`config.mk`:
```
export PLATFORM = sky130hd
export DESIGN_NAME = tag_array
export DESIGN_NICKNAME = d
export VERILOG_FILES = /design/src/rtl/icache_pkg.sv /design/src/rtl/tag_array.sv
export SDC_FILE = /design/constraint.sdc
export NUM_CORES = 1
export LEC_CHECK = 0
export ABC_AREA = 1
export BUFFER_PORTS_ARGS = -buffer_cell sky130_fd_sc_hd__buf_4
export CAP_MARGIN = 15
export CORE_MARGIN = 5
export CORE_UTILIZATION = 63
export DETAILED_ROUTE_END_ITERATION = 6
export PLACE_DENSITY = 0.78
export SLEW_MARGIN = 40
export SYNTH_ARGS = -nofsm -noshare
export SYNTH_HDL_FRONTEND = slang
export SYNTH_SLANG_ARGS = --single-unit
```
`constraint.sdc`:
```
create_clock -name clk -period 1.2 [get_ports clk]
set_input_delay 0.3 -clock clk [delete_from_list [all_inputs] [get_ports clk]]
set_output_delay 0.3 -clock clk [all_outputs]
set_load 0.01 [all_outputs]
```
`src/rtl/icache_pkg.sv`:
```
/*
 * Shared definitions for the private instruction cache
 * - address split and array geometry
 * - tag entry and array request structs
 * - controller state encoding
 */

package icache_pkg;

   //////////////////////////////////////////////////
   // Geometry
   //////////////////////////////////////////////////

   localparam int ADDR_W      = 32;
   localparam int DATA_W      = 128;

   localparam int NB_WAYS     = 4;
   localparam int WAY_IDX_W   = 2;
   localparam int NB_SETS     = 16;
   localparam int SET_W       = 4;

   // Address fields, 16 byte line
   localparam int SET_LSB     = 4;
   localparam int TAG_W       = 7;
   localparam int TAG_LSB     = 8;
   localparam int TAG_ENTRY_W = 8;   // Valid bit plus tag

   localparam logic [7:0] LFSR_SEED = 8'hA5;

   //////////////////////////////////////////////////
   // Types
   //////////////////////////////////////////////////

   typedef logic [NB_WAYS-1:0] way_oh_t;

   typedef struct packed {
      logic             valid;
      logic [TAG_W-1:0] tag;
   } tag_entry_t;

   // One access per cycle to a tag or data array
   typedef struct packed {
      way_oh_t          way_en;   // Ways taking part
      logic             we;       // Write the enabled ways, else read
      logic [SET_W-1:0] set;
   } array_req_t;

   typedef enum logic [3:0] {
      ST_DISABLED,
      ST_BYPASS_DELAY,
      ST_FLUSH_ALL,
      ST_FLUSH_SET,
      ST_IDLE,
      ST_LOOKUP,
      ST_WAIT_GNT,
      ST_WAIT_DONE
   } ctrl_state_e;

endpackage

```
`src/rtl/tag_array.sv`:
```
/*
 * Tag store, 4 ways by 16 sets in registers
 * One write or one read per cycle, read data registered
 */

module tag_array
   import icache_pkg::*;
(
   input  logic                     clk,
   input  logic                     rst_n,
   input  array_req_t               req_i,
   input  tag_entry_t               wdata_i,
   output tag_entry_t [NB_WAYS-1:0] rdata_o
);

   logic [NB_WAYS-1:0][TAG_ENTRY_W-1:0] mem [NB_SETS];

   always_ff @(posedge clk or negedge rst_n)
   begin
      if (!rst_n)
      begin
         for (int s = 0; s < NB_SETS; s++)
            mem[s] <= '0;   // All lines invalid
         rdata_o <= '0;
      end
      else if (req_i.we)
      begin
         for (int w = 0; w < NB_WAYS; w++)
         begin
            if (req_i.way_en[w])
               mem[req_i.set][w] <= wdata_i;
         end
      end
      else if (|req_i.way_en)
         rdata_o <= mem[req_i.set];   // Whole set for the compare
   end

endmodule

```
==> results.yml <==
run_status:
  status: "finished with violations"
  violations: "setup timing"
yosys:
  synthCells: 3220
  synth_nets: 3239
  syn_area_sq_um: 25120
  avgSynthCellArea_sq_um: 7.801
  ys_types: 22
  ys_ff_latch: 544
  synth_seq_area_share_pct: 54.20
  yosys_warnings: 0
cells_and_area:
  final_common_cell: "nand2_1"
  nets: 3347
  mostFrequentLayoutCells: "nand2_1 (1,524), dfrtp_1 (536), o21ai_0 (323)"
  syn_to_final_growth_pct: 18.36
  drive_above_1_share_pct: 15.29
  nFillCells: 2875
  fin_cells: 3894
  diodes: 0
  fin_util_pct: 75.17
detailed_routing:
  route.vias.total: 23056
  ant_nets: 0
  first_pass_iters: 6
  first_iter_violations: 2586
  viasPerCell: 5.921
  wirelength_mm: 74.10
  post-route-drc-count: 0
  wl_per_cell_um: 19.03
worst_setup_path:
  cp.arrival_ps: 1220
  endpoint_kind: "output pin"
  cp-start-kind: "flip-flop"
  crit_chain: "buf_6"
  cp_num_buf_inv: 1
  cp_slowest_cell: "dfrtp_2"
  crit_type: "flip-flop to output pin"
  crit_family: "flip-flops"
  crit_required_ps: 900
  critPathMaxFanout: 2
  max_stage_delay_ps: 460
cts:
  tritoncts: "yes"
  clock_tree.buffer_depth: 3
  cts_root_buffer: "clkbuf_16"
  cts-htree-levels: 2
  clk-insertion-delay-late_ps: 610
  cts_buffers: 56
  clk_pin_slew_ps: 60
  cts.sink_count: 544
flow_run:
  drv_cap: 0
floorplanning:
  die_width_um: 209.7
  die_area_sq_um: 43960
  chipHeight_um: 209.7
  start_util_pct: 63.51
  core_sq_um: 39550
  io_pins: 51
  core.rowCount: 73
sta:
  setup_tns_ps: -8121
  min_period_over_period_pct: 126.4
  finalSetupViolations: 33
  finalWorstSetupSlack_ps: -316.4
  slew_violations: 0
  min_period_ps: 1516
  rsz0062_at_grt: "yes"
  slew_headroom_pct: 73.88
  clock.fmax_mhz: 659.4
  fin_worst_skew_ps: 13.17
  hold_viol: 0
  worst_slew_pin_slew_ps: 390.3
global_route:
  grt_usage_pct: 33.61
  busiest_layer: "met2"
  grt_util_met2_pct: 53.93
  grt_start_max_net_pins: 69
  gr-usage-met1_pct: 45.82
  antenna_found_initial: 0
  grt-ovfl-total: 0
  grt_first_pass_wirelength_mm: 119.7
  grt_pass1_vias: 22723
  gr-usage-met3_pct: 6.353
pwr:
  powerDensity_nw_per_um2: 1682
  peakVddDrop_uv: 1241
  p_leak_nw: 14.99
  fin_total_pwr_mw: 50.01
min_path:
  min_path_type: "input pin to asynchronous set/reset pin"
placed_design:
  dp_hpwl_mm: 47.51
  place_congestion: 0.9097
  placed_cells: 3771
  io_buffer_count: 50
[worst register-to-register path, stage by stage, from the launching register on]
cell     delay (ps)
dfrtp_1         380
nand2_1          80
nand2_1          50
nand2_1          70
nand2_2          70
nand2_2          70
nand3_2          80
nor2_2          120
buf_6           130
nor2_2           30
[worst paths after layout]
kind | start | endpoint | slack [ps] | cells past startpoint
max | rdata_o[7]$_DFFE_PN0P_ | rdata_o[7] | -320 | 1
max reg2reg | mem[479]$_DFFE_PN0P_ | rdata_o[31]$_DFFE_PN0P_ | 0 | 9
min reg2reg | mem[397]$_DFFE_PN0P_ | mem[397]$_DFFE_PN0P_ | 490 | 2
min in group clk | wdata_i[4] | mem[260]$_DFFE_PN0P_ | 180 | 4
min | rst_n | mem[426]$_DFFE_PN0P_ | 160 | 2
max in group asynchronous | rst_n | mem[202]$_DFFE_PN0P_ | 340 | 4
[metrics by stage]
stage | cell area [sq um] | hold WS (ps) | setup slack (ps)
detailed placement | 27420 | 183.2 | -462.2
finish | 29730 | 158.4 | -316.4
global placement | 27420 | 184.1 | -451.8
floorplan | 25840 | 4.409 | -48.33
global route | 29730 | 167.2 | -343.0
CTS | 29520 | 152.5 | -324.6
[registers in the layout (all words and copies together), names as in the netlist]
register and count:
rdata_o 32, mem 512
[kinds of logic (layout without fill, tap and decap cells)]
kind of cell | count (synthesis) | after routing | share of synthesized area, %
simple gates | 1918 | 1918 | 30.85
flops | 544 | 544 | 54.20
compound gates | 513 | 513 | 10.24
buf+inv | 245 | 394 | 4.717
[report_power, final]
part	internal (mW)	switching, mW	total [mW]
sequential	21.7	1.97	23.7
clock	10.5	7.18	17.7
combinational	3.58	5.11	8.69
total	35.8	14.3	50.0
[Yosys cell counts]
cell	count	share of area [%]
nand2_1	1556	23
dfrtp_1	544	54
o21ai_0	327	6.5
o21ai_1	185	3.7
nand3_1	160	3.2
buf_2	112	2.2
nor2_1	98	1.5
clkbuf_1	88	1.3
nand2_2	52	1.3
nand4_1	32	0.80
nor2_4	13	0.58
buf_6	11	0.49
buf_4	10	0.30
clkinv_1	8	0.12
inv_2	7	0.10
buf_1	5	0.075
nor2_2	4	0.10
inv_1	2	0.030
inv_4	2	0.050
nand2_4	2	0.090
a21oi_2	1	0.035
nor2_8	1	0.080
[timing repair]
item                                    in CTS  in global routing
hold endpoints to repair                   293                  0
pin swaps                                    4                 16
gates resized for setup                     47                 34
buffers inserted                            10                 13
hold buffers                                 1                  0
endpoints found under the setup margin      34                 46
[area by class of cell]
class	count	area, sq um	area share, %
inverters	19	113.9	0.3830
well taps	525	656.9	2.210
repair buffers	276	2929	9.852
clock inverters	15	177.7	0.5976
flip-flops and latches	544	13620	45.82
clock buffers	84	1688	5.677
multi-input cells	2431	10540	35.46
[layer usage]
metal,part of all wire (%),vias up
met1,40,11085
met4,4.0,0
met5,0,-
li1,-,10505
met3,9.2,226
met2,47,1240
No activity file was read; power rests on OpenSTA's default activity.
