`src/rtl/icache_pkg.sv`:
```
/*
 * Shared definitions for the private instruction cache
 * - address split and array geometry
 * - tag entry and array request structs
 * - controller state encoding
 */

package icache_pkg;

   //////////////////////////////////////////////////
   // Geometry
   //////////////////////////////////////////////////

   localparam int ADDR_W      = 32;
   localparam int DATA_W      = 128;

   localparam int NB_WAYS     = 4;
   localparam int WAY_IDX_W   = 2;
   localparam int NB_SETS     = 16;
   localparam int SET_W       = 4;

   // Address fields, 16 byte line
   localparam int SET_LSB     = 4;
   localparam int TAG_W       = 7;
   localparam int TAG_LSB     = 8;
   localparam int TAG_ENTRY_W = 8;   // Valid bit plus tag

   localparam logic [7:0] LFSR_SEED = 8'hA5;

   //////////////////////////////////////////////////
   // Types
   //////////////////////////////////////////////////

   typedef logic [NB_WAYS-1:0] way_oh_t;

   typedef struct packed {
      logic             valid;
      logic [TAG_W-1:0] tag;
   } tag_entry_t;

   // One access per cycle to a tag or data array
   typedef struct packed {
      way_oh_t          way_en;   // Ways taking part
      logic             we;       // Write the enabled ways, else read
      logic [SET_W-1:0] set;
   } array_req_t;

   typedef enum logic [3:0] {
      ST_DISABLED,
      ST_BYPASS_DELAY,
      ST_FLUSH_ALL,
      ST_FLUSH_SET,
      ST_IDLE,
      ST_LOOKUP,
      ST_WAIT_GNT,
      ST_WAIT_DONE
   } ctrl_state_e;

endpackage

```
`src/rtl/icache_fsm.sv`:
```
/*
 * Instruction cache controller
 * Bypass, full and single set flush, tag lookup,
 * miss refill and victim way choice
 */

module icache_fsm
   import icache_pkg::*;
(
   input  logic                           clk,
   input  logic                           rst_n,

   input  logic                           bypass_icache_i,
   output logic                           cache_is_bypassed_o,
   input  logic                           flush_icache_i,
   output logic                           cache_is_flushed_o,
   input  logic                           flush_set_req_i,
   input  logic [ADDR_W-1:0]              flush_set_addr_i,
   output logic                           flush_set_ack_o,

   input  logic                           fetch_req_i,
   input  logic [ADDR_W-1:0]              fetch_addr_i,
   output logic                           fetch_gnt_o,
   output logic                           fetch_rvalid_o,
   output logic [DATA_W-1:0]              fetch_rdata_o,

   output logic                           refill_req_o,
   input  logic                           refill_gnt_i,
   output logic [ADDR_W-1:0]              refill_addr_o,
   input  logic                           refill_rvalid_i,
   input  logic [DATA_W-1:0]              refill_rdata_i,

   input  way_oh_t                        way_match_i,
   input  logic [WAY_IDX_W-1:0]           hit_way_i,
   input  logic                           all_valid_i,
   input  way_oh_t                        first_free_i,
   input  way_oh_t                        victim_way_i,
   input  logic [NB_WAYS-1:0][DATA_W-1:0] data_rdata_i,

   output array_req_t                     tag_req_o,
   output tag_entry_t                     tag_wdata_o,
   output array_req_t                     data_req_o,
   output logic [TAG_W-1:0]               fetch_tag_o,
   output logic                           victim_step_o
);

   ctrl_state_e       state_q, state_d;
   logic [ADDR_W-1:0] fetch_addr_q;    // Address of the fetch in flight
   way_oh_t           refill_way_q, refill_way_d;
   logic              save_way;
   logic [SET_W-1:0]  flush_cnt_q, flush_cnt_d;
   logic              bypass_pend_q;   // Bypassed refill not yet returned
   logic              bypass_gnt;
   logic              capture_addr;

   logic [SET_W-1:0]  fetch_set;
   logic [SET_W-1:0]  held_set;

   assign fetch_set   = fetch_addr_i[SET_LSB +: SET_W];
   assign held_set    = fetch_addr_q[SET_LSB +: SET_W];
   assign fetch_tag_o = fetch_addr_q[TAG_LSB +: TAG_W];

   always_ff @(posedge clk or negedge rst_n)
   begin
      if (!rst_n)
      begin
         state_q       <= ST_DISABLED;
         flush_cnt_q   <= '0;
         refill_way_q  <= '0;
         bypass_pend_q <= 1'b0;
      end
      else
      begin
         state_q     <= state_d;
         flush_cnt_q <= flush_cnt_d;
         if (save_way)
            refill_way_q <= refill_way_d;
         if (bypass_gnt)
            bypass_pend_q <= 1'b1;
         else if (refill_rvalid_i)
            bypass_pend_q <= 1'b0;
      end
   end

   always_ff @(posedge clk)
   begin
      if (capture_addr)
         fetch_addr_q <= fetch_addr_i;
   end

   //////////////////////////////////////////////////
   // Next state and outputs
   //////////////////////////////////////////////////

   always_comb
   begin
      state_d             = state_q;
      flush_cnt_d         = flush_cnt_q;
      capture_addr        = 1'b0;
      bypass_gnt          = 1'b0;
      save_way            = 1'b0;
      refill_way_d        = '0;
      victim_step_o       = 1'b0;

      cache_is_bypassed_o = 1'b0;
      cache_is_flushed_o  = 1'b0;
      flush_set_ack_o     = 1'b0;

      fetch_gnt_o         = 1'b0;
      fetch_rvalid_o      = 1'b0;
      fetch_rdata_o       = refill_rdata_i;
      refill_req_o        = 1'b0;
      refill_addr_o       = fetch_addr_q;

      tag_req_o   = '{way_en: '0, we: 1'b0, set: fetch_set};
      data_req_o  = '{way_en: '0, we: 1'b0, set: fetch_set};
      tag_wdata_o = '{valid: 1'b1, tag: fetch_tag_o};

      case (state_q)
         ST_DISABLED:
         begin
            flush_set_ack_o     = 1'b1;
            cache_is_bypassed_o = 1'b1;
            cache_is_flushed_o  = 1'b1;
            flush_cnt_d         = '0;
            capture_addr        = 1'b1;
            fetch_rvalid_o      = refill_rvalid_i;   // Single beat response
            if (bypass_icache_i)
            begin
               // Keep one bypassed refill in flight
               fetch_gnt_o = fetch_req_i & (~bypass_pend_q | refill_rvalid_i);
               bypass_gnt  = fetch_gnt_o;
               if (fetch_gnt_o)
                  state_d = ST_BYPASS_DELAY;
            end
            else if (!bypass_pend_q)
               state_d = ST_FLUSH_ALL;          // Drained, enable the cache
         end

         ST_BYPASS_DELAY:
         begin
            flush_set_ack_o     = 1'b1;
            cache_is_bypassed_o = 1'b1;
            cache_is_flushed_o  = 1'b1;
            fetch_rvalid_o      = refill_rvalid_i;
            refill_req_o        = 1'b1;
            if (refill_gnt_i)
               state_d = ST_DISABLED;
         end

         ST_FLUSH_ALL:
         begin
            flush_set_ack_o = 1'b1;
            tag_req_o       = '{way_en: '1, we: 1'b1, set: flush_cnt_q};
            tag_wdata_o     = '0;
            if (flush_cnt_q == SET_W'(NB_SETS - 1))
            begin
               cache_is_flushed_o = 1'b1;
               flush_cnt_d        = '0;
               state_d            = ST_IDLE;
            end
            else
               flush_cnt_d = flush_cnt_q + 1'b1;
         end

         ST_FLUSH_SET:
         begin
            flush_set_ack_o = 1'b1;
            tag_req_o       = '{way_en: '1, we: 1'b1,
                                set: flush_set_addr_i[SET_LSB +: SET_W]};
            tag_wdata_o     = '0;
            state_d         = ST_IDLE;
         end

         ST_IDLE:
         begin
            if (bypass_icache_i)
               state_d = ST_DISABLED;
            else if (flush_icache_i)
               state_d = ST_FLUSH_ALL;
            else if (flush_set_req_i)
               state_d = ST_FLUSH_SET;
            else if (fetch_req_i)
            begin
               fetch_gnt_o       = 1'b1;
               capture_addr      = 1'b1;
               tag_req_o.way_en  = '1;   // Read all ways of the set
               data_req_o.way_en = '1;
               state_d           = ST_LOOKUP;
            end
         end

         ST_LOOKUP:
         begin
            if (|way_match_i)
            begin
               fetch_rvalid_o    = 1'b1;
               fetch_rdata_o     = data_rdata_i[hit_way_i];
               // Back to back hits keep the pipe full
               fetch_gnt_o       = fetch_req_i;
               capture_addr      = fetch_req_i;
               tag_req_o.way_en  = {NB_WAYS{fetch_req_i}};
               data_req_o.way_en = {NB_WAYS{fetch_req_i}};
               if (!fetch_req_i)
                  state_d = ST_IDLE;
            end
            else
            begin
               refill_req_o = 1'b1;
               save_way     = 1'b1;
               if (all_valid_i)
               begin
                  refill_way_d  = victim_way_i;   // Set full, evict
                  victim_step_o = 1'b1;
               end
               else
                  refill_way_d = first_free_i;
               state_d = refill_gnt_i ? ST_WAIT_DONE : ST_WAIT_GNT;
            end
         end

         ST_WAIT_GNT:
         begin
            refill_req_o = 1'b1;
            if (refill_gnt_i)
               state_d = ST_WAIT_DONE;
         end

         ST_WAIT_DONE:
         begin
            fetch_rvalid_o = refill_rvalid_i;
            // Beat goes to the core and into the chosen way together
            tag_req_o  = '{way_en: refill_way_q & {NB_WAYS{refill_rvalid_i}},
                           we: 1'b1, set: held_set};
            data_req_o = '{way_en: refill_way_q & {NB_WAYS{refill_rvalid_i}},
                           we: 1'b1, set: held_set};
            if (refill_rvalid_i)
               state_d = ST_IDLE;
         end

         default:
         begin
            state_d = ST_DISABLED;
         end
      endcase
   end

endmodule

```
`config.mk`:
```
export PLATFORM = sky130hd
export DESIGN_NAME = icache_fsm
export DESIGN_NICKNAME = d
export VERILOG_FILES = /design/src/rtl/icache_pkg.sv /design/src/rtl/icache_fsm.sv
export SDC_FILE = /design/constraint.sdc
export NUM_CORES = 1
export LEC_CHECK = 0
export ABC_AREA = 1
export BUFFER_PORTS_ARGS = -buffer_cell sky130_fd_sc_hd__buf_2
export CORE_AREA = 5 5 355 357
export CTS_BUF_LIST = sky130_fd_sc_hd__clkbuf_16
export CTS_CLUSTER_DIAMETER = 100
export DETAILED_ROUTE_END_ITERATION = 8
export DIE_AREA = 0 0 360 362
export GPL_ROUTABILITY_DRIVEN = 0
export HOLD_SLACK_MARGIN = 0.1
export PLACE_DENSITY = 0.3
export SLEW_MARGIN = 5
export SYNTH_ARGS = -nofsm -noshare
export SYNTH_HDL_FRONTEND = slang
export SYNTH_SLANG_ARGS = --single-unit
```
`constraint.sdc`:
```
create_clock -name clk -period 5.25 [get_ports clk]
set_input_delay 0.2625 -clock clk [delete_from_list [all_inputs] [get_ports clk]]
set_output_delay 0.2625 -clock clk [all_outputs]
set_load 0.03 [all_outputs]
```
==> impl_metrics.json <==
{
  "status": "finished, final reports clean",
  "syn-num-nets": 1945,
  "initial_core_util_pct": 6.04,
  "yosys_warnings": 0,
  "finalCriticalPeriod_ns": 3.23,
  "clock_latency_ns": 0.30,
  "dr.pass1.iters": 4,
  "route.detailed.drc": 0,
  "first_global_vias": 12200,
  "area_growth_pct": 85.6,
  "synth-main-ff-cell": "edfxtp_1",
  "ys_types": 29,
  "yosysSeqAreaShare_pct": 17.0,
  "fin_setup_tns_ns": 0,
  "dp.cells": 3665,
  "cts_made_buffers": 5,
  "hp-class": "input port to flip-flop",
  "routed_wl_um": 77100,
  "drv_slew": 0,
  "cp-end-kind": "primary output",
  "rows": 129,
  "vias_per_cell": 3.20,
  "syn-cell-area_um2": 7410,
  "synth_top_area_cell": "nor2_1",
  "fin_skew_ns": 0.00861,
  "vias": 11800,
  "yosys-top-cells-area": "nor2_1 21%, o21ai_0 19%, edfxtp_1 13%",
  "final_cells": 3684,
  "maxCapViolations": 0,
  "synth_most_common_cell": "nor2_1",
  "cp_top_family": "buffers and inverters",
  "start_kind": "input port",
  "slowest_stage": "o21ai_0",
  "wl_per_cell_um": 20.9,
  "worst_pin_slew_ns": 1.14,
  "track_usage_pct": 11.0,
  "min_path_cells": 1,
  "boundaryPins": 927,
  "pre_cts_slack_ns": 2.10,
  "worst-endpoint-required_ns": 4.99,
  "path_buf_inv": 4,
  "ys_ff_latch": 44,
  "place_area_um2": 13600,
  "worst-path-stages": 7,
  "irDropWorstVdd_uv": 194,
  "clkTransAtPathRegs_ns": 0.07,
  "cts_sinks": 44,
  "drive_gt1_share_pct": 49.9,
  "synth_edf_count": 32,
  "nNetsFinal": 2764,
  "cts_tree": "built",
  "powerDensity_nw_per_um2": 247,
  "drtAntennaViolNets": 0,
  "cts_max_level": 2,
  "synth.top_cell.area_share_pct": 20.9,
  "crit_path_max_fanout": 98,
  "cp.arrival_ns": 2.97,
  "grt_pass1_wl_um": 100000,
  "critPathKind": "input port to primary output",
  "slowest_delay_ns": 0.83,
  "clock_tree.buffer_depth": 2,
  "core_region_area_um2": 123000,
  "synth-async-reset-ratio_pct": 27.3,
  "finalSetupViolations": 0,
  "slew_headroom_pct": 23.2,
  "post-dp-hpwl_um": 68200,
  "drt_iter0_markers": 575,
  "rsz0062_at_grt": "false",
  "cts_root_buf": "clkbuf_16",
  "netlist_top_cells_count": "412 x nor2_1, 276 x o21ai_0, 115 x o21ai_1",
  "fmax_mhz": 310,
  "antenna_found_initial": 51,
  "syn_inst": 1217,
  "fin_area_um2": 13700,
  "fill_cells": 14700,
  "grt_overflow": 0,
  "die_h_um": 362,
  "fp.dieW_um": 360,
  "grt_max_degree": 114,
  "report.final.hold_viol_count": 0,
  "r2r_cells": 7,
  "place.port_buffers": 898,
  "die-area_um2": 130000,
  "path_cells": "buf_8 > inv_8 > buf_4 > nor2_1 > o21ai_0 > mux2_1 > buf_2",
  "fin_ws_ns": 2.02,
  "fin_crit_sh_pct": 61.5,
  "postSynthAreaPerCell_um2": 6.09,
  "cellLeakagePower_nw": 6.39
}
==> worst paths after layout <==
path / from / end / slack (ns)
setup / recovery: hit_way_i[0] / fetch_rdata_o[79] / 2.02
hold / removal: fetch_addr_i[24] / refill_addr_o[24]$_DFFE_PP_ / 0.13
setup reg to reg: state_q[1]$_DFFE_PN0P_ / refill_addr_o[7]$_DFFE_PP_ / 2.70
hold reg to reg: bypass_pend_q$_DFFE_PN0P_ / bypass_pend_q$_DFFE_PN0P_ / 0.52
max in group asynchronous: rst_n / bypass_pend_q$_DFFE_PN0P_ / 4.50
min in group asynchronous: rst_n / refill_way_q[2]$_DFFE_PN0P_ / 0.46
==> metrics by stage <==
stage	hold slack, ns	util, %	power, W
6_report	0.130	11.2	0.00340
3_3_place_gp	0.219	11.1	0.00316
4_1_cts	0.115	11.2	0.00352
2_1_floorplan	-0.0331	-	0.00209
3_5_place_dp	0.210	11.1	0.00315
5_1_grt	0.114	11.2	0.00365
==> state kept, by name, summed over array words and instances, names as in the netlist <==
name,cells
bypass_pend_q,1
flush_cnt_q,4
refill_addr_o,32
refill_way_q,4
state_q,3
==> area by class of cell <==
class                           count  area (um^2)  share of cell area [%]
Antenna cell                       10         25.0                   0.182
Clock buffer                        5          125                   0.910
Clock inverter                      3         16.3                   0.118
Inverter                           29          116                   0.846
Multi-Input combinational cell   1038         5450                    39.7
Sequential cell                    44         1260                    9.17
Tap cell                         1637         2050                    14.9
Timing Repair Buffer              918         4700                    34.2
==> power by group <==
part           switching, W  leakage, nW  internal [W]
clock              0.000166       0.0711      0.000175
sequential        0.0000883        0.467      0.000546
combinational       0.00169         5.86      0.000733
total               0.00195         6.39       0.00145
==> layer usage <==
layer  up-vias  global-route usage [%]  wire length [um]
met5         -                       0                97
met4        12                    1.50              1200
met3        68                    3.02              6580
met2       601                    19.7             37800
met1      5342                    13.3             31400
li1       5779                       -                 -
==> repair_timing <==
action / 4_1_cts / 5_1_grt
endpoints found under the hold margin: 12 / 0
resized for setup: 0 / 0
hold buffers: 1 / 0
setup buffers: 0 / 0
==> cell families after synthesis <==
| family | count (synthesis) | synth area share, % |
|---|---|---|
| and+or+nand+nor | 503 | 26.0 |
| AOI/OAI and AO/OA | 405 | 27.7 |
| buffers and inverters | 135 | 9.49 |
| muxes | 128 | 19.5 |
| DFF | 44 | 17.0 |
| xor gates and xnor gates | 1 | 0.118 |
| adders and majority gates | 1 | 0.169 |
==> cells in the final DEF, fill, tap and decap left out, drive strengths merged <==
cell type / n
a21oi: 3
diode: 10
mux2: 128
nand3: 19
a31oi: 4
nor3: 1
dfrtp: 12
a22oi: 1
o32ai: 1
nor2: 414
xor2: 1
clkinv: 1
clkinvlp: 1
o22ai: 1
buf: 916
dlygate4sd3: 1
ha: 1
o2111ai: 3
nand2: 68
o21ai: 392
inv: 30
edfxtp: 32
clkbuf: 6
nand3b: 1
==> worst reg2reg max path, delay by kind of cell, from the launching register on <==
kind | cells | cell delay [ns]
AND/OR/NAND/NOR | 6 | 1.54
buffers and inverters | 1 | 0.13
flip-flops | 1 | 0.46
(Power assumes the default switching activity.)
