**config.mk**
```make
export PLATFORM = sky130hd
export DESIGN_NAME = repl_lfsr
export DESIGN_NICKNAME = d
export VERILOG_FILES = /design/src/rtl/icache_pkg.sv /design/src/rtl/repl_lfsr.sv
export SDC_FILE = /design/constraint.sdc
export NUM_CORES = 1
export LEC_CHECK = 0
export ABC_CLOCK_PERIOD_IN_PS = 1000
export BUFFER_PORTS_ARGS = -buffer_cell sky130_fd_sc_hd__buf_2
export CORE_MARGIN = 5
export CORE_UTILIZATION = 25
export CTS_CLUSTER_SIZE = 30
export DETAILED_ROUTE_END_ITERATION = 10
export GPL_TIMING_DRIVEN = 0
export PLACE_DENSITY_LB_ADDON = 0.1
export SYNTH_ARGS = -nofsm -noshare
export SYNTH_HDL_FRONTEND = slang
export SYNTH_SLANG_ARGS = --single-unit
```
**constraint.sdc**
```tcl
create_clock -name clk -period 1 [get_ports clk]
set_clock_uncertainty 0.05 [all_clocks]
set_input_delay 0.05 -clock clk [delete_from_list [all_inputs] [get_ports clk]]
set_output_delay 0.05 -clock clk [all_outputs]
set_load 0.05 [all_outputs]
```
**src/rtl/icache_pkg.sv**
```systemverilog
/*
 * Shared definitions for the private instruction cache
 * - address split and array geometry
 * - tag entry and array request structs
 * - controller state encoding
 */

package icache_pkg;

   //////////////////////////////////////////////////
   // Geometry
   //////////////////////////////////////////////////

   localparam int ADDR_W      = 32;
   localparam int DATA_W      = 128;

   localparam int NB_WAYS     = 4;
   localparam int WAY_IDX_W   = 2;
   localparam int NB_SETS     = 16;
   localparam int SET_W       = 4;

   // Address fields, 16 byte line
   localparam int SET_LSB     = 4;
   localparam int TAG_W       = 7;
   localparam int TAG_LSB     = 8;
   localparam int TAG_ENTRY_W = 8;   // Valid bit plus tag

   localparam logic [7:0] LFSR_SEED = 8'hA5;

   //////////////////////////////////////////////////
   // Types
   //////////////////////////////////////////////////

   typedef logic [NB_WAYS-1:0] way_oh_t;

   typedef struct packed {
      logic             valid;
      logic [TAG_W-1:0] tag;
   } tag_entry_t;

   // One access per cycle to a tag or data array
   typedef struct packed {
      way_oh_t          way_en;   // Ways taking part
      logic             we;       // Write the enabled ways, else read
      logic [SET_W-1:0] set;
   } array_req_t;

   typedef enum logic [3:0] {
      ST_DISABLED,
      ST_BYPASS_DELAY,
      ST_FLUSH_ALL,
      ST_FLUSH_SET,
      ST_IDLE,
      ST_LOOKUP,
      ST_WAIT_GNT,
      ST_WAIT_DONE
   } ctrl_state_e;

endpackage

```
**src/rtl/repl_lfsr.sv**
```systemverilog
/*
 * Victim way generator
 * 8-bit Fibonacci LFSR, low bits decoded to one-hot
 */

module repl_lfsr
   import icache_pkg::*;
(
   input  logic    clk,
   input  logic    rst_n,
   input  logic    step_i,
   output way_oh_t victim_way_o
);

   logic [7:0] lfsr_q;
   logic       feedback;

   // x^8 + x^6 + x^5 + x^4 + 1, maximal length
   assign feedback = lfsr_q[7] ^ lfsr_q[5] ^ lfsr_q[4] ^ lfsr_q[3];

   always_ff @(posedge clk or negedge rst_n)
   begin
      if (!rst_n)
         lfsr_q <= LFSR_SEED;
      else if (step_i)
         lfsr_q <= {lfsr_q[6:0], feedback};
   end

   assign victim_way_o = way_oh_t'(1 << lfsr_q[WAY_IDX_W-1:0]);

endmodule

```
==> impl_results.md, run 1 <==
- Status: finished, violations left
- Failing checks: setup timing
- Crit start category: register
- # placed instances: 45
- Port Buffer Count: 5
- Top-area cell type share of the netlist area: 0.298
- Setup TNS Final: -716 ps
- FILL cells: 132
- Worst EP required: 900 ps
- Mapped Area: 353 µm²
- CTS Buf Count: 3
- Tmin final: 1240 ps
- Ports: 7
- Synthesized flop and latch total: 8
- Starting Density: 0.268
- Max reg flops: 8
- DR vias/cell: 4.15
- Core area: 1320 µm²
- Max IR drop VDD: 0.00129 V
- Vias in the first global route: 199
- Yosys Warn Count: 0
- First-pass GRT wire length: 862 µm
- CTS H-Tree Depth: 1
- Buf+Inv Stages, Crit Path: 1
- DRC errors left: 0
- Initial antenna violation count: 0
- Biggest cell delay along the critical path: 580 ps
- Die area: 2260 µm²
- Final Worst Setup Slack: -243 ps
- TritonRoute pass-1 iters: 2
- Area leader, netlist: dfstp_2
- Die Ht: 47.6 µm
- Biggest regs: lfsr_q (8)
- Syn nets: 28
- Crit path max-delay family: flip-flops
- Worst Hold Class: primary input to asynchronous set/reset pin
- All-layer global routing usage: 0.0629
- RSZ-0062 raised after global routing: true
- Setup-failing EPs final: 4
- CP max-delay cell: dfstp_2
- Share of post-route cells with drive strength above 1: 0.676
- Latest clock arrival within the worst-skew pair: 250 ps
- Largest net degree at the start of global routing: 10
- Crit path capture type: output port
- Register area: 206 µm²
- Fin. max-slew vios: 0
- Final hold violation count: 0
- Standard-cell rows: 13
- Leakage power: 0.000218 µW
- First DRT Iteration DRCs: 1
- Yosys cell types: 10
- Grt ovf: 0
- Root buf cell: clkbuf_4
- Post-DR wirelength/cell: 11.6 µm
- Fmax: 0.804 GHz
- CTS clk-pin slew, worst paths: 50 ps
- Worst path cell trace: nor2b_4 > buf_6
- Global placement routability congestion: 0.651
- Slew margin rel.: 0.887
- Slew @ Worst Pin: 170 ps
- Post-synth EDFFs: 0
- Final wirelength: 603 µm
- Multi-input gate area: 158 µm²
- Max_cap viols: 0
- Syn Area/Cell: 14.1 µm²
- Clock Path Buffers: 2
- Synth Instances: 25
- Post-Route Utilization: 0.381
- Vias: 216
- Synth async-reset ratio: 1.00
- Area growth syn-to-layout: 42.2%
- Die Wd: 47.6 µm
- Dominant cells by area after synthesis: dfstp_2 (30%), dfrtp_1 (28%), mux2_2 (13%)
- Final period util: 1.24
- CTS tree: done
- WS Path Type: register to output port
- Non-filler cells, final: 52
- Ant. Diodes: 0
- Register area share after synthesis: 0.582
- Synth cell count leaders: dfrtp_1 (4), dfstp_2 (4), mux2_2 (4)
- CP Launch Point: lfsr_q[0]
- WP data arrival: 1140 ps
- Crit-path max FO: 6
- P per Cell Area: 3880 nW/µm²
- Biggest register: lfsr_q
- Detail Route Antenna Nets: 0
- Main synth FF type: dfstp_2
- Clock sink total: 8
- R2R Path Start: lfsr_q[5]
- Nets: 42
cell type report:
cell class,instances,area share
flip-flops and latches,8,0.411
multi-input cells,16,0.314
repair buffers,9,0.170
clock buffers,3,0.0449
well taps,15,0.0374
plain buffers,1,0.0224
metal layers:
metal | up-vias | wire length, µm | track usage
met2 | 5 | 277 | 0.0909
met3 | 0 | 52 | 0.0226
met4 | 0 | 0 | 0.0806
met1 | 103 | 273 | 0.0618
li1 | 108 | - | -
met5 | - | 0 | 0
worst reg2reg max path, cell delays in order (launching register included):
cell and delay [ps]:
dfstp_2 550, xnor2_2 120, xnor2_1 130, a21oi_1 80
path summary, 6_finish.rpt:
check                                  end  slack [ps]  cells past startpoint
hold / removal                   lfsr_q[3]         120                      2
setup reg to reg                 lfsr_q[0]           0                      3
setup / recovery           victim_way_o[1]        -240                      2
max in group asynchronous        lfsr_q[7]         550                      2
hold reg to reg                  lfsr_q[6]         460                      1
min in group clk                 lfsr_q[0]         190                      3
cell usage in the layout, fill, tap and decap left out, drive strengths merged:
master | netlist | layout
buf | 1 | 8
mux2 | 7 | 7
dfstp | 4 | 4
dfrtp | 4 | 4
clkbuf | 0 | 3
xnor2 | 3 | 3
nor2b | 2 | 2
nor2 | 2 | 2
and2 | 1 | 1
a21oi | 1 | 1
dlygate4sd3 | 0 | 1
dlymetal6s4s | 0 | 1
where the power goes:
| part | internal, µW | total, µW | switching [µW] | leakage [µW] |
|---|---|---|---|---|
| combinational | 497 | 981 | 484 | 0.000118 |
| sequential | 557 | 731 | 174 | 0.0000864 |
| clock | 137 | 236 | 99.4 | 0.0000138 |
| total | 1190 | 1950 | 757 | 0.000218 |
logic make-up (layout without fill, tap and decap cells):
kind of cell	after synthesis	count (layout)	synth area share
flops	8	8	0.582
mux	7	7	0.223
simple gates	5	5	0.0745
xor+xnor	3	3	0.0745
compound gates	1	1	0.0142
buf+inv	1	13	0.0319
stage by stage:
stage	hold WS (ps)	total power, µW	instance area [µm²]	setup WS, ps
finish	122	1950	502	-243
global route	143	2060	502	-260
CTS	113	1930	487	-242
detailed placement	-154	1500	405	-58.9
global placement	-155	1480	405	-43.2
floorplan	-296	1340	362	-133
what timing repair did:
item	in CTS	in global routing
buffers inserted	1	0
resized for setup	10	2
endpoints found under the setup margin	5	6
hold buffers	2	0
gates cloned	0	1
endpoints found under the hold margin	9	0
pin swaps	2	0
Note: power is estimated with default switching activity, not from simulation.
==> run 2, diff against run 1 <==
--- a/config.mk
+++ b/config.mk
@@ -5,14 +5,14 @@
 export SDC_FILE = /design/constraint.sdc
 export NUM_CORES = 1
 export LEC_CHECK = 0
-export ABC_CLOCK_PERIOD_IN_PS = 1000
+export ABC_CLOCK_PERIOD_IN_PS = 1100
 export BUFFER_PORTS_ARGS = -buffer_cell sky130_fd_sc_hd__buf_2
 export CORE_MARGIN = 5
 export CORE_UTILIZATION = 25
 export CTS_CLUSTER_SIZE = 30
 export DETAILED_ROUTE_END_ITERATION = 10
 export GPL_TIMING_DRIVEN = 0
-export PLACE_DENSITY_LB_ADDON = 0.1
+export PLACE_DENSITY = 0.44
 export SYNTH_ARGS = -nofsm -noshare
 export SYNTH_HDL_FRONTEND = slang
 export SYNTH_SLANG_ARGS = --single-unit
==> constraint.sdc (replaced) <==
create_clock -name clk -period 1.1 [get_ports clk]
set_clock_uncertainty 0.05 [all_clocks]
set_input_delay 0.055 -clock clk [delete_from_list [all_inputs] [get_ports clk]]
set_output_delay 0.055 -clock clk [all_outputs]
set_load 0.05 [all_outputs]
==> impl_results.md, run 2 (synthesis gave the netlist of run 1 again) <==
- Share of post-route cells with drive strength above 1: 0.595 (-0.0811)
- Commonest non-fill, non-tap cells in the layout: buf_6 (5), mux2_2 (4), dfstp_2 (4)
- WP data arrival: 1140 ps (about the same)
- Worst Hold Class: primary input to asynchronous set/reset pin
- Failing checks: setup timing
- Slew margin rel.: 0.889 (+0.00204)
- Ant. Diodes: 0 (unchanged)
- Post-DR wirelength/cell: 10.1 µm (-13%)
- DR vias/cell: 4.08 (-1.9%)
- FF-to-FF setup slack: 80 ps (+80 ps)
- Core area: 1320 µm² (unchanged)
- Final hold violation count: 0 (unchanged)
- Largest net degree at the start of global routing: 10 (unchanged)
- Fmax: 0.801 GHz
- Crit path capture type: output port
- Setup WS pre-CTS: 24.7 ps (+83.7 ps)
- WS Path Type: register to output port
- CTS clk-pin slew, worst paths: 50 ps (about the same)
- CTS H-Tree Depth: 1 (unchanged)
- Max_cap viols: 0 (unchanged)
- Die Ht: 47.6 µm (unchanged)
- Ports: 7 (unchanged)
- Final period util: 1.14
- TritonRoute pass-1 iters: 2 (unchanged)
- RSZ-0062 raised after global routing: true
- CTS Buf Count: 3 (unchanged)
- Detail Route Antenna Nets: 0 (unchanged)
- Root buf cell: clkbuf_4
- Max reg flops: 8 (unchanged)
- Tmin final: 1250 ps
- DRC errors left: 0 (unchanged)
- Latest clock arrival within the worst-skew pair: 250 ps (about the same)
- Final Worst Setup Slack: -149 ps (+94.5 ps)
- Final wirelength: 525 µm (-13%)
- Vias in the first global route: 186 (-6.5%)
- Status: finished, violations left
- CTS tree: done
- Clock sink total: 8 (unchanged)
- First-pass GRT wire length: 821 µm (-4.8%)
- Vias: 212 (-1.9%)
- Commonest non-fill, non-tap cell in the layout: buf_6
- Biggest register: lfsr_q
- Initial antenna violation count: 0 (unchanged)
- Nets: 41 (-2.4%)
- Standard-cell rows: 13 (unchanged)
- Die area: 2260 µm² (unchanged)
- Biggest regs: lfsr_q (8)
- Area growth syn-to-layout: 38.7%
- Grt ovf: 0 (unchanged)
- Slew @ Worst Pin: 166 ps (-4.25 ps)
- Starting Density: 0.268 (unchanged)
- Port Buffer Count: 5 (unchanged)
- Setup-failing EPs final: 4 (unchanged)
- Crit start category: register
- Clock Path Buffers: 2 (unchanged)
- Die Wd: 47.6 µm (unchanged)
- Fin. max-slew vios: 0 (unchanged)
- Crit-path max FO: 6 (unchanged)
- First DRT Iteration DRCs: 1 (unchanged)
- Worst EP required: 1000 ps (+100 ps)
- All-layer global routing usage: 0.0606 (-0.00235)
- Global placement routability congestion: 0.670 (+2.9%)
-- run 2: path summary, 6_finish.rpt --
kind / start / endpoint / cells past startpoint
hold reg to reg: lfsr_q[6] / lfsr_q[7] / 1
hold / removal: rst_n / lfsr_q[4] / 2
max in group asynchronous: rst_n / lfsr_q[0] / 2
setup / recovery: lfsr_q[0] / victim_way_o[1] / 2
setup reg to reg: lfsr_q[1] / lfsr_q[1] / 2
min in group clk: lfsr_q[6] / lfsr_q[7] / 1
-- run 2: worst max-delay path, stage by stage, from the launching register on --
cell and delay [ps]:
dfstp_2 580, nor2b_4 160, buf_6 160
-- run 2: repair_timing --
action	in CTS	in global routing
resized for setup	10	0
pin swaps	1	0
setup endpoints to repair	4	4
hold endpoints to repair	9	0
buffers inserted	0	1
hold buffers	2	0
-- run 2: cell type report --
| cell class | instances | area, µm² |
|---|---|---|
| fillers | 125 | 828 |
| clock buffers | 4 | 26.3 |
| well taps | 15 | 18.8 |
| multi-input cells | 16 | 149 |
| plain buffers | 1 | 11.3 |
| repair buffers | 8 | 77.6 |
| flip-flops and latches | 8 | 206 |
-- run 2: per-stage QoR --
step,cell area (µm²),TNS (ps),utilization,instances,hold slack (ps)
final,489,-373,0.371,52,116
after global routing,489,-523,0.371,52,121
after CTS,482,-457,0.366,51,118
after detailed placement,404,0,0.307,45,-148
after global placement,404,0,0.307,45,-149
after floorplan,360,-38.0,-,25,-291
-- run 2: layer usage --
metal,vias up,share of wire,GRT usage
li1,105,-,-
met1,97,0.45,0.0571
met2,8,0.44,0.0802
met3,2,0.063,0.0338
met4,0,0.044,0.0806
met5,-,0,0
Power of run 2 is not shown: default switching activity piles up to over one toggle a cycle in this logic, so the estimate is an artifact.
==> run 3, diff against run 2 <==
--- a/config.mk
+++ b/config.mk
@@ -12,7 +12,8 @@
 export CTS_CLUSTER_SIZE = 30
 export DETAILED_ROUTE_END_ITERATION = 10
 export GPL_TIMING_DRIVEN = 0
-export PLACE_DENSITY = 0.44
+export PLACE_DENSITY = 0.46
+export SLEW_MARGIN = 20
 export SYNTH_ARGS = -nofsm -noshare
 export SYNTH_HDL_FRONTEND = slang
 export SYNTH_SLANG_ARGS = --single-unit
==> impl_results.md, run 3 (synthesis gave the netlist of run 1 again) <==
- Status: finished, violations left
- Failing checks: setup timing
- Clock sink total: 8 (unchanged)
- Slew @ Worst Pin: 178 ps (+12.6 ps)
- Die Ht: 47.6 µm (unchanged)
- Ant. Diodes: 0 (unchanged)
- # placed instances: 45 (unchanged)
- DRC errors left: 0 (unchanged)
- P per Cell Area: 3570 nW/µm²
- Max IR drop VDD: 0.00122 V
- Vias in the first global route: 230 (+24%)
- Final hold slack: 124 ps (+7.39 ps)
- Die Wd: 47.6 µm (unchanged)
- Port Buffer Count: 5 (unchanged)
- WP data arrival: 1140 ps (about the same)
- Worst reg2reg endpoint: lfsr_q[1]
- CP Launch Point: lfsr_q[0]
- DR vias/cell: 4.13 (+1.4%)
- First-pass GRT wire length: 945 µm (+15%)
- CTS tree: done
- Biggest regs: lfsr_q (8)
- Standard-cell rows: 13 (unchanged)
- First DRT Iteration DRCs: 3 (+2)
- Fmax: 0.806 GHz (+0.59%)
- Final period util: 1.13 (-0.00670)
- Nets: 42 (+2.4%)
- Final hold violation count: 0 (unchanged)
- Worst path cell trace: nor2b_4 > buf_6
- Largest net degree at the start of global routing: 10 (unchanged)
- Starting Density: 0.268 (unchanged)
- Clock Path Buffers: 2 (unchanged)
- Biggest cell delay along the critical path: 570 ps (about the same)
- Fin. max-slew vios: 0 (unchanged)
- Die area: 2260 µm² (unchanged)
- Share of post-route cells with drive strength above 1: 0.649 (+0.0541)
- Crit-path max FO: 5 (-1)
- DP HPWL: 381 µm
- Worst setup path endpoint: victim_way_o[1]
- Tmin final: 1240 ps (-7.37 ps)
- Grt ovf: 0 (unchanged)
- Vias: 215 (+1.4%)
- Max_cap viols: 0 (unchanged)
- Biggest register: lfsr_q
- RSZ-0062 raised after global routing: true
- CTS clk-pin slew, worst paths: 50 ps (about the same)
- Core area: 1320 µm² (unchanged)
- CP max-delay cell: dfstp_2
- Setup-failing EPs final: 4 (unchanged)
- Crit path capture type: output port
- Latest clock arrival within the worst-skew pair: 250 ps (about the same)
- Setup WS pre-CTS: 40.0 ps (+15.3 ps)
- Leakage power: 0.000207 µW
- Global placement routability congestion: 0.642 (-4.2%)
- Slew margin rel.: 0.881 (-0.00764)
- Area growth syn-to-layout: 41.5%
- WS Path Type: register to output port
- CTS H-Tree Depth: 1 (unchanged)
- Root buf cell: clkbuf_4
- Ports: 7 (unchanged)
- Final Worst Setup Slack: -141 ps (+7.37 ps)
- Max reg flops: 8 (unchanged)
- All-layer global routing usage: 0.0682 (+0.00762)
- Post-Route Utilization: 0.379 (+0.00760)
- R2R cell count: 2 (unchanged)
- Worst EP required: 1000 ps (about the same)
- TritonRoute pass-1 iters: 4 (+2)
- CTS Buf Count: 3 (unchanged)
- FF-to-FF setup slack: 70 ps (about the same)
- Crit start category: register
- Detail Route Antenna Nets: 0 (unchanged)
- R2R Path Start: lfsr_q[1]
- Commonest non-fill, non-tap cells in the layout: buf_6 (4), mux2_2 (4), dfstp_2 (4)
- Initial antenna violation count: 0 (unchanged)
- Worst Hold Class: primary input to asynchronous set/reset pin
- Post-DR wirelength/cell: 10.4 µm (+3.4%)
- Final wirelength: 543 µm (+3.4%)
- Non-filler cells, final: 52 (unchanged)
-- run 3: critical path: cells and delay by family (launching register included) --
kind | cells | cell delay, ps
buffers and inverters | 1 | 160
and+or+nand+nor | 1 | 160
DFF | 1 | 570
-- run 3: power by group --
group	switching, µW	total [µW]	internal (µW)	leakage, µW
clock network	90.5	215	124	0.0000138
registers	133	638	505	0.0000864
logic	453	932	479	0.000106
total	676	1780	1110	0.000207
-- run 3: cell type report --
type | count | area, µm²
Buffer | 1 | 11.3
Clock buffer | 3 | 22.5
Fill cell | 128 | 818
Multi-Input combinational cell | 16 | 151
Sequential cell | 8 | 206
Tap cell | 15 | 18.8
Timing Repair Buffer | 9 | 88.8
-- run 3: per-stage QoR --
stage / TNS, ps / total power (µW) / instance area [µm²]
5_1_grt: -491 / 1920 / 499
4_1_cts: -367 / 1790 / 492
6_report: -303 / 1780 / 499
2_1_floorplan: -38.0 / 1220 / 360
3_3_place_gp: 0 / 1340 / 404
3_5_place_dp: 0 / 1350 / 404
-- run 3: repair_timing --
item | in CTS | in global routing
endpoints found under the setup margin | 4 | 4
hold buffers | 2 | 0
pin swaps | 1 | 1
setup buffers | 1 | 1
gates resized for setup | 12 | 0
gates cloned | 0 | 0
endpoints found under the hold margin | 9 | 0
-- run 3: metal layers --
metal	routed length, µm	GRT usage
met5	0	0
met4	0	0.0806
met1	244	0.0683
met2	252	0.0936
met3	45	0.0338
-- run 3: worst min-delay path by stage --
stage / start / to / slack, ps / depth (start not counted)
6_report: rst_n / lfsr_q[3] / 120 / 2
5_1_grt: rst_n / lfsr_q[3] / 140 / 2
4_1_cts: rst_n / lfsr_q[3] / 120 / 2
3_5_place_dp: rst_n / lfsr_q[1] / -150 / 1
3_3_place_gp: rst_n / lfsr_q[3] / -150 / 1
2_1_floorplan: rst_n / lfsr_q[1] / -290 / 0
